$ cat config.mk
export PLATFORM = sky130hd
export DESIGN_NAME = rvCore
export DESIGN_NICKNAME = d
export VERILOG_FILES = /design/src/verilog/rvIsaPkg.sv /design/src/verilog/rvPipePkg.sv /design/src/verilog/rvCore.sv /design/src/verilog/rvDatapath.sv /design/src/verilog/hazardUnit.sv /design/src/verilog/rvController.sv /design/src/verilog/gsharePredictor.sv /design/src/verilog/regFile.sv /design/src/verilog/pipeStage.sv
export VERILOG_INCLUDE_DIRS = /design/src /design/src/verilog
export SDC_FILE = /design/constraint.sdc
export NUM_CORES = 2
export LEC_CHECK = 0
export BUFFER_PORTS_ARGS = -buffer_cell sky130_fd_sc_hd__buf_2
export CORE_MARGIN = 2
export CORE_UTILIZATION = 60
export CTS_BUF_LIST = sky130_fd_sc_hd__clkbuf_2
export DETAILED_ROUTE_END_ITERATION = 10
export PLACE_DENSITY = 0.76
export SLEW_MARGIN = 20
export SYNTH_ARGS = -nofsm -noshare
export SYNTH_HDL_FRONTEND = slang
export SYNTH_SLANG_ARGS = --single-unit
$ cat constraint.sdc
create_clock -name clk -period 7.48 [get_ports clk]
set_clock_uncertainty 0.1 [all_clocks]
set_input_delay 0.748 -clock clk [delete_from_list [all_inputs] [get_ports clk]]
set_output_delay 0.748 -clock clk [all_outputs]
set_load 0.01 [all_outputs]
$ cat src/verilog/rvConsts.svh
`ifndef RV_CONSTS_SVH
`define RV_CONSTS_SVH

// Data path width
`define RV_XLEN 32

// Index width shared by PHT, GHR and BTB
`define RV_BP_BITS 5

// First fetch address after reset
`define RV_RESET_PC 32'h0000_0000

`endif
$ cat src/verilog/rvIsaPkg.sv
`default_nettype none

package rvIsaPkg;

    // Supported major opcodes
    typedef enum logic [6:0] {
        OP_REG    = 7'b0110011,
        OP_IMM    = 7'b0010011,
        OP_LOAD   = 7'b0000011,
        OP_STORE  = 7'b0100011,
        OP_BRANCH = 7'b1100011,
        OP_JAL    = 7'b1101111,
        OP_LUI    = 7'b0110111
    } opcode_t;

    // funct3 codes, several share an encoding
    localparam logic [2:0] F3_ADD  = 3'b000;  // add, sub, addi
    localparam logic [2:0] F3_SLT  = 3'b010;
    localparam logic [2:0] F3_OR   = 3'b110;
    localparam logic [2:0] F3_AND  = 3'b111;
    localparam logic [2:0] F3_WORD = 3'b010;  // lw and sw
    localparam logic [2:0] F3_BEQ  = 3'b000;
    localparam logic [2:0] F3_BNE  = 3'b001;

    typedef enum logic [2:0] {
        IMM_I, IMM_S, IMM_B, IMM_J, IMM_U
    } immKind_t;

    typedef enum logic [2:0] {
        ALU_ADD, ALU_SUB, ALU_AND, ALU_OR, ALU_SLT
    } aluOp_t;

    typedef enum logic [1:0] {
        FWD_RF, FWD_WB, FWD_MEM
    } fwdSel_t;

    typedef enum logic [1:0] {
        RES_ALU, RES_MEM, RES_PC4, RES_IMM
    } resultSel_t;

endpackage

`default_nettype wire

$ cat src/verilog/rvPipePkg.sv
`default_nettype none
`include "rvConsts.svh"

package rvPipePkg;
    import rvIsaPkg::*;

    // Decoded controls, all zero is a bubble
    typedef struct packed {
        logic       regWrite;
        logic       memWrite;
        resultSel_t resultSel;
        logic       aluSrcImm;
        aluOp_t     aluOp;
        logic       isBranch;
        logic       isJal;
        logic       branchNe;
    } ctrl_t;

    typedef struct packed {
        logic [`RV_XLEN-1:0]    instr;
        logic [`RV_XLEN-1:0]    pc;
        logic [`RV_XLEN-1:0]    pcPlus4;
        logic [`RV_BP_BITS-1:0] phtIdx;
        logic                   predTaken;
    } fetchDecode_t;

    typedef struct packed {
        logic [`RV_XLEN-1:0]    rd1;
        logic [`RV_XLEN-1:0]    rd2;
        logic [`RV_XLEN-1:0]    pc;
        logic [`RV_XLEN-1:0]    pcPlus4;
        logic [`RV_XLEN-1:0]    imm;
        logic [4:0]             rs1;
        logic [4:0]             rs2;
        logic [4:0]             rd;
        logic [`RV_BP_BITS-1:0] phtIdx;
        logic                   predTaken;
        ctrl_t                  ctrl;
    } decodeExec_t;

    typedef struct packed {
        logic [`RV_XLEN-1:0] aluResult;
        logic [`RV_XLEN-1:0] writeData;
        logic [`RV_XLEN-1:0] pcPlus4;
        logic [`RV_XLEN-1:0] imm;
        logic [4:0]          rd;
        ctrl_t               ctrl;
    } execMem_t;

    typedef struct packed {
        logic [`RV_XLEN-1:0] aluResult;
        logic [`RV_XLEN-1:0] writeData;
        logic [`RV_XLEN-1:0] pcPlus4;
        logic [`RV_XLEN-1:0] imm;
        logic [4:0]          rd;
        ctrl_t               ctrl;
        logic [`RV_XLEN-1:0] readData;
    } memWb_t;

    // Predictor training from Execute
    typedef struct packed {
        logic                   phtWe;
        logic                   taken;
        logic [`RV_BP_BITS-1:0] phtIdx;
        logic                   ghrRestore;
        logic                   btbWe;
        logic [`RV_BP_BITS-1:0] btbIdx;
        logic [`RV_XLEN-1:0]    target;
    } bpUpdate_t;

    typedef struct packed {
        logic                we;
        logic [`RV_XLEN-1:0] addr;
        logic [`RV_XLEN-1:0] wdata;
    } dmemReq_t;

endpackage

`default_nettype wire

$ cat src/verilog/rvCore.sv
`timescale 1ns/10ps
`default_nettype none
`include "rvConsts.svh"

module rvCore import rvIsaPkg::*, rvPipePkg::*; (
    input  logic                clk,
    input  logic                reset,
    output logic [`RV_XLEN-1:0] pcF_o,
    input  logic [`RV_XLEN-1:0] instrF_i,
    output dmemReq_t            dmemReq_o,
    input  logic [`RV_XLEN-1:0] readData_i
);
    ctrl_t      ctrlD;
    immKind_t   immKindD;
    fwdSel_t    fwdA, fwdB;
    logic       stallF, stallD, flushD, flushE, mispredict, isLoadE;
    logic       regWriteM, regWriteW, funct7b5D;
    logic [4:0] rs1D, rs2D, rs1E, rs2E, rdE, rdM, rdW;
    logic [6:0] opcodeD;
    logic [2:0] funct3D;

    rvDatapath dp (
        .clk, .reset, .instrF_i, .pcF_o, .readData_i, .dmemReq_o,
        .ctrlD_i(ctrlD), .immKind_i(immKindD),
        .stallF_i(stallF), .stallD_i(stallD), .flushD_i(flushD), .flushE_i(flushE),
        .fwdA_i(fwdA), .fwdB_i(fwdB),
        .rs1D_o(rs1D), .rs2D_o(rs2D), .rs1E_o(rs1E), .rs2E_o(rs2E),
        .rdE_o(rdE), .rdM_o(rdM), .rdW_o(rdW),
        .regWriteM_o(regWriteM), .regWriteW_o(regWriteW),
        .opcodeD_o(opcodeD), .funct3D_o(funct3D), .funct7b5D_o(funct7b5D),
        .mispredict_o(mispredict)
    );

    rvController ctrl (
        .clk, .reset, .opcode_i(opcodeD), .funct3_i(funct3D), .funct7b5_i(funct7b5D),
        .flushE_i(flushE), .ctrlD_o(ctrlD), .immKind_o(immKindD), .isLoadE_o(isLoadE)
    );

    hazardUnit hz (
        .rs1D_i(rs1D), .rs2D_i(rs2D), .rs1E_i(rs1E), .rs2E_i(rs2E),
        .rdE_i(rdE), .rdM_i(rdM), .rdW_i(rdW),
        .regWriteM_i(regWriteM), .regWriteW_i(regWriteW),
        .isLoadE_i(isLoadE), .mispredict_i(mispredict),
        .stallF_o(stallF), .stallD_o(stallD), .flushD_o(flushD), .flushE_o(flushE),
        .fwdA_o(fwdA), .fwdB_o(fwdB)
    );

endmodule

`default_nettype wire

$ cat src/verilog/rvDatapath.sv
`timescale 1ns/10ps
`default_nettype none
`include "rvConsts.svh"

module rvDatapath import rvIsaPkg::*, rvPipePkg::*; (
    input  logic                clk,
    input  logic                reset,
    input  logic [`RV_XLEN-1:0] instrF_i,
    output logic [`RV_XLEN-1:0] pcF_o,
    input  logic [`RV_XLEN-1:0] readData_i,
    output dmemReq_t            dmemReq_o,
    input  ctrl_t               ctrlD_i,
    input  immKind_t            immKind_i,
    input  logic                stallF_i,
    input  logic                stallD_i,
    input  logic                flushD_i,
    input  logic                flushE_i,
    input  fwdSel_t             fwdA_i,
    input  fwdSel_t             fwdB_i,
    output logic [4:0]          rs1D_o,
    output logic [4:0]          rs2D_o,
    output logic [4:0]          rs1E_o,
    output logic [4:0]          rs2E_o,
    output logic [4:0]          rdE_o,
    output logic [4:0]          rdM_o,
    output logic [4:0]          rdW_o,
    output logic                regWriteM_o,
    output logic                regWriteW_o,
    output logic [6:0]          opcodeD_o,
    output logic [2:0]          funct3D_o,
    output logic                funct7b5D_o,
    output logic                mispredict_o
);
    fetchDecode_t           fetchF, fetchD;
    decodeExec_t            decodeD, decodeE;
    execMem_t               execE, execM;
    memWb_t                 memM, memW;
    bpUpdate_t              bpUpd;
    logic                   predTakenF, takenE;
    logic [`RV_BP_BITS-1:0] phtIdxF;
    logic [`RV_XLEN-1:0]    predTargetF, pcPlus4F, redirectE, instrD, immD, rd1D, rd2D;
    logic [`RV_XLEN-1:0]    srcAE, fwdBE, srcBE, aluE, targetE, resultM, resultW;

    // Fetch
    gsharePredictor bp (
        .clk, .reset, .pc_i(pcF_o), .predTaken_o(predTakenF),
        .predTarget_o(predTargetF), .phtIdx_o(phtIdxF), .upd_i(bpUpd)
    );

    assign pcPlus4F = pcF_o + `RV_XLEN'd4;

    always_ff @(posedge clk) begin
        if (reset) begin
            pcF_o <= `RV_RESET_PC;
        end else if (mispredict_o) begin
            pcF_o <= redirectE;  // Execute redirect beats prediction
        end else if (!stallF_i) begin
            pcF_o <= predTakenF ? predTargetF : pcPlus4F;
        end
    end

    assign fetchF = '{instr: instrF_i, pc: pcF_o, pcPlus4: pcPlus4F,
                      phtIdx: phtIdxF, predTaken: predTakenF};

    pipeStage #(.payload_t(fetchDecode_t)) stageFD (
        .clk, .reset, .stall_i(stallD_i), .flush_i(flushD_i), .d_i(fetchF), .q_o(fetchD)
    );

    // Decode
    assign instrD      = fetchD.instr;
    assign opcodeD_o   = instrD[6:0];
    assign funct3D_o   = instrD[14:12];
    assign funct7b5D_o = instrD[30];
    assign rs1D_o      = instrD[19:15];
    assign rs2D_o      = instrD[24:20];

    regFile rf (
        .clk, .rs1_i(rs1D_o), .rs2_i(rs2D_o), .rd_i(memW.rd), .we_i(memW.ctrl.regWrite),
        .wd_i(resultW), .rd1_o(rd1D), .rd2_o(rd2D)
    );

    always_comb begin
        case (immKind_i)
            IMM_S:   immD = {{20{instrD[31]}}, instrD[31:25], instrD[11:7]};
            IMM_B:   immD = {{20{instrD[31]}}, instrD[7], instrD[30:25], instrD[11:8], 1'b0};
            IMM_J:   immD = {{12{instrD[31]}}, instrD[19:12], instrD[20], instrD[30:21], 1'b0};
            IMM_U:   immD = {instrD[31:12], 12'b0};
            default: immD = {{20{instrD[31]}}, instrD[31:20]};  // I format
        endcase
    end

    assign decodeD = '{rd1: rd1D, rd2: rd2D, pc: fetchD.pc, pcPlus4: fetchD.pcPlus4,
                       imm: immD, rs1: rs1D_o, rs2: rs2D_o, rd: instrD[11:7],
                       phtIdx: fetchD.phtIdx, predTaken: fetchD.predTaken, ctrl: ctrlD_i};

    pipeStage #(.payload_t(decodeExec_t)) stageDE (
        .clk, .reset, .stall_i(1'b0), .flush_i(flushE_i), .d_i(decodeD), .q_o(decodeE)
    );

    // Execute
    assign rs1E_o = decodeE.rs1;
    assign rs2E_o = decodeE.rs2;
    assign rdE_o  = decodeE.rd;

    always_comb begin
        case (fwdA_i)
            FWD_MEM: srcAE = resultM;
            FWD_WB:  srcAE = resultW;
            default: srcAE = decodeE.rd1;
        endcase
        case (fwdB_i)
            FWD_MEM: fwdBE = resultM;
            FWD_WB:  fwdBE = resultW;
            default: fwdBE = decodeE.rd2;
        endcase
    end

    assign srcBE = decodeE.ctrl.aluSrcImm ? decodeE.imm : fwdBE;

    always_comb begin
        case (decodeE.ctrl.aluOp)
            ALU_SUB: aluE = srcAE - srcBE;
            ALU_AND: aluE = srcAE & srcBE;
            ALU_OR:  aluE = srcAE | srcBE;
            ALU_SLT: aluE = {{(`RV_XLEN-1){1'b0}}, $signed(srcAE) < $signed(srcBE)};
            default: aluE = srcAE + srcBE;
        endcase
    end

    assign targetE   = decodeE.pc + decodeE.imm;
    assign takenE    = decodeE.ctrl.isJal ||
                       (decodeE.ctrl.isBranch && ((srcAE == fwdBE) != decodeE.ctrl.branchNe));
    assign redirectE = takenE ? targetE : decodeE.pcPlus4;

    // Decode holds whatever fetch chose after this instruction
    assign mispredict_o = decodeE.predTaken ? (!takenE || fetchD.pc != targetE) : takenE;

    assign bpUpd = '{phtWe: decodeE.ctrl.isBranch, taken: takenE, phtIdx: decodeE.phtIdx,
                     ghrRestore: mispredict_o,
                     btbWe: decodeE.ctrl.isBranch || decodeE.ctrl.isJal,
                     btbIdx: decodeE.pc[`RV_BP_BITS+1:2], target: targetE};

    assign execE = '{aluResult: aluE, writeData: fwdBE, pcPlus4: decodeE.pcPlus4,
                     imm: decodeE.imm, rd: decodeE.rd, ctrl: decodeE.ctrl};

    pipeStage #(.payload_t(execMem_t)) stageEM (
        .clk, .reset, .stall_i(1'b0), .flush_i(1'b0), .d_i(execE), .q_o(execM)
    );

    // Memory
    assign rdM_o       = execM.rd;
    assign regWriteM_o = execM.ctrl.regWrite;
    assign resultM     = (execM.ctrl.resultSel == RES_PC4) ? execM.pcPlus4 :
                         (execM.ctrl.resultSel == RES_IMM) ? execM.imm : execM.aluResult;
    assign dmemReq_o   = '{we: execM.ctrl.memWrite, addr: execM.aluResult,
                           wdata: execM.writeData};

    // Load-use stall keeps a load in Memory off the forwarding path
    aNoLoadFwd: assert property (@(posedge clk) disable iff (reset)
        execM.ctrl.resultSel == RES_MEM |-> fwdA_i != FWD_MEM && fwdB_i != FWD_MEM);

    assign memM = '{aluResult: execM.aluResult, writeData: execM.writeData,
                    pcPlus4: execM.pcPlus4, imm: execM.imm, rd: execM.rd,
                    ctrl: execM.ctrl, readData: readData_i};

    pipeStage #(.payload_t(memWb_t)) stageMW (
        .clk, .reset, .stall_i(1'b0), .flush_i(1'b0), .d_i(memM), .q_o(memW)
    );

    // Writeback
    assign rdW_o       = memW.rd;
    assign regWriteW_o = memW.ctrl.regWrite;

    always_comb begin
        case (memW.ctrl.resultSel)
            RES_ALU: resultW = memW.aluResult;
            RES_MEM: resultW = memW.readData;
            RES_PC4: resultW = memW.pcPlus4;
            RES_IMM: resultW = memW.imm;
        endcase
    end

endmodule

`default_nettype wire

$ cat src/verilog/hazardUnit.sv
`timescale 1ns/10ps
`default_nettype none

module hazardUnit import rvIsaPkg::*; (
    input  logic [4:0] rs1D_i,
    input  logic [4:0] rs2D_i,
    input  logic [4:0] rs1E_i,
    input  logic [4:0] rs2E_i,
    input  logic [4:0] rdE_i,
    input  logic [4:0] rdM_i,
    input  logic [4:0] rdW_i,
    input  logic       regWriteM_i,
    input  logic       regWriteW_i,
    input  logic       isLoadE_i,
    input  logic       mispredict_i,
    output logic       stallF_o,
    output logic       stallD_o,
    output logic       flushD_o,
    output logic       flushE_o,
    output fwdSel_t    fwdA_o,
    output fwdSel_t    fwdB_o
);
    logic loadUse;

    // Memory is younger than Writeback, so it wins
    function automatic fwdSel_t pickFwd(input logic [4:0] rs, input logic [4:0] rdM,
                                        input logic weM, input logic [4:0] rdW,
                                        input logic weW);
        if (rs != 5'd0 && weM && rs == rdM) return FWD_MEM;
        if (rs != 5'd0 && weW && rs == rdW) return FWD_WB;
        return FWD_RF;
    endfunction

    assign fwdA_o = pickFwd(rs1E_i, rdM_i, regWriteM_i, rdW_i, regWriteW_i);
    assign fwdB_o = pickFwd(rs2E_i, rdM_i, regWriteM_i, rdW_i, regWriteW_i);

    assign loadUse = isLoadE_i && rdE_i != 5'd0 && (rdE_i == rs1D_i || rdE_i == rs2D_i);

    // A redirect discards Decode, so holding it is pointless
    assign stallF_o = loadUse && !mispredict_i;
    assign stallD_o = loadUse && !mispredict_i;
    assign flushD_o = mispredict_i;
    assign flushE_o = loadUse || mispredict_i;

endmodule

`default_nettype wire

$ cat src/verilog/rvController.sv
`timescale 1ns/10ps
`default_nettype none

module rvController import rvIsaPkg::*, rvPipePkg::*; (
    input  logic       clk,
    input  logic       reset,
    input  logic [6:0] opcode_i,
    input  logic [2:0] funct3_i,
    input  logic       funct7b5_i,
    input  logic       flushE_i,
    output ctrl_t      ctrlD_o,
    output immKind_t   immKind_o,
    output logic       isLoadE_o
);
    logic   isLoadD;
    aluOp_t aluOpD;

    // ALU decoder; funct7 bit 5 selects sub only for register ops
    always_comb begin
        case (funct3_i)
            F3_ADD:  aluOpD = (opcode_i == OP_REG && funct7b5_i) ? ALU_SUB : ALU_ADD;
            F3_SLT:  aluOpD = ALU_SLT;
            F3_OR:   aluOpD = ALU_OR;
            F3_AND:  aluOpD = ALU_AND;
            default: aluOpD = ALU_ADD;
        endcase
    end

    // Main decoder
    always_comb begin
        ctrlD_o   = '0;
        immKind_o = IMM_I;
        isLoadD   = 1'b0;
        case (opcode_i)
            OP_REG: begin
                ctrlD_o.regWrite = 1'b1;
                ctrlD_o.aluOp    = aluOpD;
            end
            OP_IMM: begin
                ctrlD_o.regWrite  = 1'b1;
                ctrlD_o.aluSrcImm = 1'b1;
                ctrlD_o.aluOp     = aluOpD;
            end
            OP_LOAD: if (funct3_i == F3_WORD) begin
                ctrlD_o.regWrite  = 1'b1;
                ctrlD_o.aluSrcImm = 1'b1;
                ctrlD_o.resultSel = RES_MEM;
                isLoadD           = 1'b1;
            end
            OP_STORE: if (funct3_i == F3_WORD) begin
                ctrlD_o.memWrite  = 1'b1;
                ctrlD_o.aluSrcImm = 1'b1;
                immKind_o         = IMM_S;
            end
            OP_BRANCH: if (funct3_i == F3_BEQ || funct3_i == F3_BNE) begin
                ctrlD_o.isBranch = 1'b1;
                ctrlD_o.branchNe = (funct3_i == F3_BNE);
                immKind_o        = IMM_B;
            end
            OP_JAL: begin
                ctrlD_o.regWrite  = 1'b1;
                ctrlD_o.isJal     = 1'b1;
                ctrlD_o.resultSel = RES_PC4;  // Link value
                immKind_o         = IMM_J;
            end
            OP_LUI: begin
                ctrlD_o.regWrite  = 1'b1;
                ctrlD_o.resultSel = RES_IMM;
                immKind_o         = IMM_U;
            end
            default: ctrlD_o = '0;  // Unknown stays inert
        endcase
    end

    // Execute-stage load flag for the hazard unit
    always_ff @(posedge clk) begin
        if (reset || flushE_i) begin
            isLoadE_o <= 1'b0;
        end else begin
            isLoadE_o <= isLoadD;
        end
    end

endmodule

`default_nettype wire

$ cat src/verilog/gsharePredictor.sv
`timescale 1ns/10ps
`default_nettype none
`include "rvConsts.svh"

module gsharePredictor import rvPipePkg::*; (
    input  logic                   clk,
    input  logic                   reset,
    input  logic [`RV_XLEN-1:0]    pc_i,
    output logic                   predTaken_o,
    output logic [`RV_XLEN-1:0]    predTarget_o,
    output logic [`RV_BP_BITS-1:0] phtIdx_o,
    input  bpUpdate_t              upd_i
);
    localparam int Entries = 1 << `RV_BP_BITS;

    logic [1:0]                pht [Entries];
    logic [`RV_BP_BITS-1:0]    ghr;
    logic [`RV_XLEN-1:0]       btbTarget [Entries];
    logic [Entries-1:0]        btbValid;
    logic [Entries-1:0]        btbJal;  // Entry holds a jal, taken regardless of PHT
    logic [`RV_BP_BITS-1:0]    btbIdxF;

    assign btbIdxF      = pc_i[`RV_BP_BITS+1:2];
    assign phtIdx_o     = btbIdxF ^ ghr;
    assign predTarget_o = btbTarget[btbIdxF];
    assign predTaken_o  = btbValid[btbIdxF] && (btbJal[btbIdxF] || pht[phtIdx_o][1]);

    // Saturating 2-bit counters, start weakly not taken
    always_ff @(posedge clk) begin
        if (reset) begin
            for (int i = 0; i < Entries; i++) begin
                pht[i] <= 2'b01;
            end
        end else if (upd_i.phtWe) begin
            if (upd_i.taken && pht[upd_i.phtIdx] != 2'b11) begin
                pht[upd_i.phtIdx] <= pht[upd_i.phtIdx] + 2'd1;
            end else if (!upd_i.taken && pht[upd_i.phtIdx] != 2'b00) begin
                pht[upd_i.phtIdx] <= pht[upd_i.phtIdx] - 2'd1;
            end
        end
    end

    always_ff @(posedge clk) begin
        if (reset || upd_i.ghrRestore) begin
            ghr <= '0;
        end else if (upd_i.phtWe) begin
            ghr <= {ghr[`RV_BP_BITS-2:0], upd_i.taken};  // Newest outcome in bit 0
        end
    end

    always_ff @(posedge clk) begin
        if (reset) begin
            btbValid <= '0;
        end else if (upd_i.btbWe) begin
            btbValid[upd_i.btbIdx] <= 1'b1;
        end
    end

    always_ff @(posedge clk) begin
        if (upd_i.btbWe) begin
            btbTarget[upd_i.btbIdx] <= upd_i.target;
            btbJal[upd_i.btbIdx]    <= !upd_i.phtWe;  // Only branches train the PHT
        end
    end

    // Word-aligned targets only, else fetch would go off the instruction grid
    aBtbAligned: assert property (@(posedge clk) disable iff (reset)
        upd_i.btbWe |-> upd_i.target[1:0] == 2'b00);

endmodule

`default_nettype wire

$ cat src/verilog/regFile.sv
`timescale 1ns/10ps
`default_nettype none
`include "rvConsts.svh"

module regFile (
    input  logic                clk,
    input  logic [4:0]          rs1_i,
    input  logic [4:0]          rs2_i,
    input  logic [4:0]          rd_i,
    input  logic                we_i,
    input  logic [`RV_XLEN-1:0] wd_i,
    output logic [`RV_XLEN-1:0] rd1_o,
    output logic [`RV_XLEN-1:0] rd2_o
);
    logic [`RV_XLEN-1:0] regs [1:31];  // x0 has no storage

    // Falling edge write, so Decode reads see this cycle's Writeback
    always_ff @(negedge clk) begin
        if (we_i && rd_i != 5'd0) begin
            regs[rd_i] <= wd_i;
        end
    end

    assign rd1_o = (rs1_i == 5'd0) ? '0 : regs[rs1_i];
    assign rd2_o = (rs2_i == 5'd0) ? '0 : regs[rs2_i];

endmodule

`default_nettype wire

$ cat src/verilog/pipeStage.sv
`timescale 1ns/10ps
`default_nettype none

module pipeStage #(
    parameter type payload_t = logic
) (
    input  logic     clk,
    input  logic     reset,
    input  logic     stall_i,
    input  logic     flush_i,
    input  payload_t d_i,
    output payload_t q_o
);

    // Zero payload is a bubble with inactive controls
    always_ff @(posedge clk) begin
        if (reset || flush_i) begin
            q_o <= '0;
        end else if (!stall_i) begin
            q_o <= d_i;
        end
    end

endmodule

`default_nettype wire

==> results by group <==
GRT
  – Total congestion overflow: 0
  – All-Layer GR Usage: a little under two fifths
  – Antenna violations before repair: 26
  – Pin count of the biggest net entering global routing: 205
  – First-pass GRT wire length: 552800 µm
  – Number of global-route vias before repair: 85222

Floorplanning
  – Die W: 455.5 µm
  – Die height: approximately 460 µm
  – Die Footprint: 207500 µm²
  – Initial core utilization: 60.45%
  – Core box area: 202300 µm²
  – Num ports: between 150 and 200
  – Row cnt: 165

Setup path
  – Critical-path maximum fanout: 55
  – Reg2Reg Setup Slack: 0.47 ns
  – CP startpoint kind: flop
  – CP arrival: 8.87 ns
  – Required time of the critical path: roughly 9.3 ns
  – Slowest stage delay, CP: 0.79 ns
  – Slowest-stage cell, CP: a211oi_1
  – Crit Reg-Reg Endpoint: dp.stageFD.q_o[90]$_SDFFE_PP0N_
  – CP delay by family, top: compound AO/OA/AOI/OAI gates
  – CP cell instances: inv_1 > fa_1 > nand2b_1 > a211oi_1 > o211ai_1 > a211oi_1 > o21ai_0 > xnor2_2 > buf_4 > xnor2_1 > nand4_1 > or3_1 > buf_4 > nor3_1 > mux2i_4 > buf_12 > a21oi_1 > dlygate4sd3_1
  – CP bufs+invs: 5
  – Crit path capture type: flop
  – Worst R2R Start: dp.stageDE.q_o[33]$_SDFF_PP0_
  – Crit path kind: reg -> reg
  – R2r worst-path depth: 18

Yosys
  – Asr flop ratio synth: 0%
  – Area leader, netlist: edfxtp_1
  – Synth Flop Type: edfxtp_1
  – Yosys cell types: 90
  – Avg Cell Area, Syn: 15.80 µm²
  – Seq cells post-synth: 2750
  – Synth Cell Area: 122300 µm²
  – Post-synth EDFFs: 2112
  – Register area share after synthesis: 62.30%
  – Synth top area cells: edfxtp_1 52%, mux4_2 18%, dfxtp_1 10%, nor2_1 1.8%, mux2i_1 1.4%
  – Post-synth net total: 7937
  – Post-Syn Instances: 7740
  – Yosys synthesis warning count: 0
  – Share of the synthesized area in the top cell type: between 50% and 60%

Cells and area
  – Fin nets: 9626
  – Area grow syn2layout: 13.65%
  – Fill cells: 13337
  – Final instance area: 139000 µm²
  – Most frequent cells in the layout: 2112 x edfxtp_1, 1228 x inv_1, 974 x mux4_2
  – Layout cells sized above 1: roughly a quarter
  – Layout Cells excl Fill: roughly 13000
  – Most common cell after layout, fill and taps aside: edfxtp_1

STA
  – RSZ-0062 raised after global routing: false
  – Least-Margin Pin Slew: 1.320 ns
  – Hold Vio Cnt, Final: 0
  – Final WS setup: 0.4693 ns
  – Final period util: between 90% and 100%
  – Worst relative slew slack: 11.99%
  – Max Freq: roughly 0.14 GHz
  – Final setup viols: 0
  – Setup TNS: 0 ns
  – Max-slew violations: 0
  – Fin crit period: 7.011 ns

Outcome
  – Status: finished, violations left
  – Violated checks: design-rule violations

Placement
  – I/O Buffers: 162
  – Global placer's final weighted congestion: 0.9951
  – Placed insts: a little over 10000
  – Post-Place Cell Area: 126500 µm²
  – Post-DP HPWL: 230600 µm
  – Dpl ws: 0.9318 ns

Min path
  – Hold Crit Start: dp.stageFD.q_o[2]$_SDFFE_PP0N_
  – Hold crit path type: reg -> reg
  – Hold Path Stages: 1
  – Worst hold endpoint: dp.stageDE.q_o[13]$_SDFF_PP0_

Route
  – Routed len/inst: 30.41 µm
  – Vias per inst: 6.523
  – Drt initial violations: 11287
  – Drt pass-1 iters: 9
  – Via count: around 82000
  – Routed WL: 383600 µm
  – # DRC: 2
  – DRT antenna net count: 0

Clock network
  – CTS resizes: 0
  – CTS sink count: 2750
  – H-Tree Level Count: 6
  – CTS Root Buffer Type: clkbuf_2
  – Num CTS Buffers: 700
  – Clk Latency, worst-skew pair: 2.00 ns
  – CTS tree: built
  – Bufs on Longest Clock Path: 4
  – CTS clock-pin slew for the worst setup and hold paths: 0.13 ns

Power and ir drop
  – NetSw: 9.664 mW
  – Sw Share: 29.94%
  – Combinational power share: 9.0%
  – Leak: 51.20 nW
  – Pwr dens: approximately 230 nW/µm²
  – Seq pwr share: 52.0%
  – Peak VDD IR: around 180 µV
  – Design Power: 32.28 mW
  – Clock power frac: 39.1%
  – Internal Power: approximately 23 mW

Run
  – Max_cap viols: 0
[how the worst max path moves through the flow]
stage | cells after the start | from | slack (ns) | to
finish | 18 | dp.stageDE.q_o[33]$_SDFF_PP0_ | 0.47 | dp.stageFD.q_o[90]$_SDFFE_PP0N_
global route | 18 | dp.stageDE.q_o[33]$_SDFF_PP0_ | 0.12 | dp.stageFD.q_o[90]$_SDFFE_PP0N_
CTS | 18 | dp.stageDE.q_o[33]$_SDFF_PP0_ | 0.76 | dp.stageFD.q_o[94]$_SDFFE_PP0N_
detailed placement | 17 | dp.stageDE.q_o[33]$_SDFF_PP0_ | 0.93 | dp.stageDE.q_o[132]$_SDFF_PP0_
global placement | 17 | dp.stageDE.q_o[33]$_SDFF_PP0_ | 0.94 | dp.stageDE.q_o[130]$_SDFF_PP0_
floorplan | 4 | dp.stageMW.q_o[42]$_SDFF_PP0_ | 0.64 | dp.rf.regs[20][0]$_DFFE_NP_
[cell usage after synthesis (29+ instances only)]
cell type and n:
edfxtp_1 2112, mux4_2 974, dfxtp_1 638, nor2_1 571, clkbuf_1 395, a21oi_1 336
nand2_1 317, nor2b_1 227, mux2i_1 177, o21ai_0 149, inv_1 136, and2_1 131
ha_1 128, xnor2_1 108, buf_1 104, a22oi_1 98, a211oi_1 91, nor3_1 82
xor2_1 71, buf_4 69, mux2_2 64, nand3_1 64, nand4_1 62, o211ai_1 43
a31o_2 36, nand2b_1 34, nor4bb_1 32, buf_2 31, a31oi_1 29
[cell type report]
class | instances | area [µm²] | share of cell area [%]
flip-flops and latches | 2750 | 76250 | 54.86
well taps | 2672 | 3343 | 2.405
clock buffers | 904 | 4524 | 3.255
inverters | 135 | 506.7 | 0.3646
clock inverters | 1288 | 5618 | 4.042
repair buffers | 603 | 5006 | 3.602
diodes | 13 | 32.53 | 0.02340
multi-input cells | 4247 | 43720 | 31.45
[registers in the layout, summed over array words and instances, names as in the netlist, named ones only]
register	flops
dp.bp.btbJal	32
dp.stageMW.q_o	136
ctrl.isLoadE_o	1
dp.pcF_o	32
dp.bp.btbTarget	1024
dp.rf.regs	992
dp.bp.pht	64
dp.stageDE.q_o	190
dp.bp.ghr	5
dp.stageEM.q_o	137
dp.bp.btbValid	32
dp.stageFD.q_o	100
[metal layers]
metal	share of wire, %	global-route usage (%)	vias to the layer above	routed length, µm
met5	0.020	0	-	78
met4	6.1	22.63	12	23320
met3	11	9.349	1207	43790
met2	48	57.56	5886	183400
li1	-	-	34214	-
met1	35	46.38	40952	133000
[cells by family after synthesis]
family,synth area share [%]
compound gates,5.632
xor+xnor,1.356
fa+ha+maj,1.359
buf+inv,2.573
flops,62.30
mux,20.01
simple gates,6.773
[repair_timing]
action                    in CTS  in global routing
buffers inserted               0                  0
hold endpoints to repair     563                  0
hold buffers                 226                  0
[power by group through the flow]
stage | Combinational (mW) | Clock, mW | Sequential (mW)
3_5_place_dp | 2.72 | 0.784 | 17.1
6_report | 2.90 | 12.6 | 16.8
4_1_cts | 2.82 | 12.7 | 16.8
5_1_grt | 3.02 | 13.9 | 16.8
2_1_floorplan | 1.89 | 0.784 | 16.9
3_3_place_gp | 2.70 | 0.784 | 17.1
[stage by stage]
stage	utilization (%)	hold WS, ns
2_1_floorplan	-	0.3114
3_3_place_gp	62.54	0.3207
3_5_place_dp	62.54	0.3259
4_1_cts	68.68	0.09800
5_1_grt	68.70	0.1806
6_report	68.70	0.2570
Power figures use the tool's default switching activity.
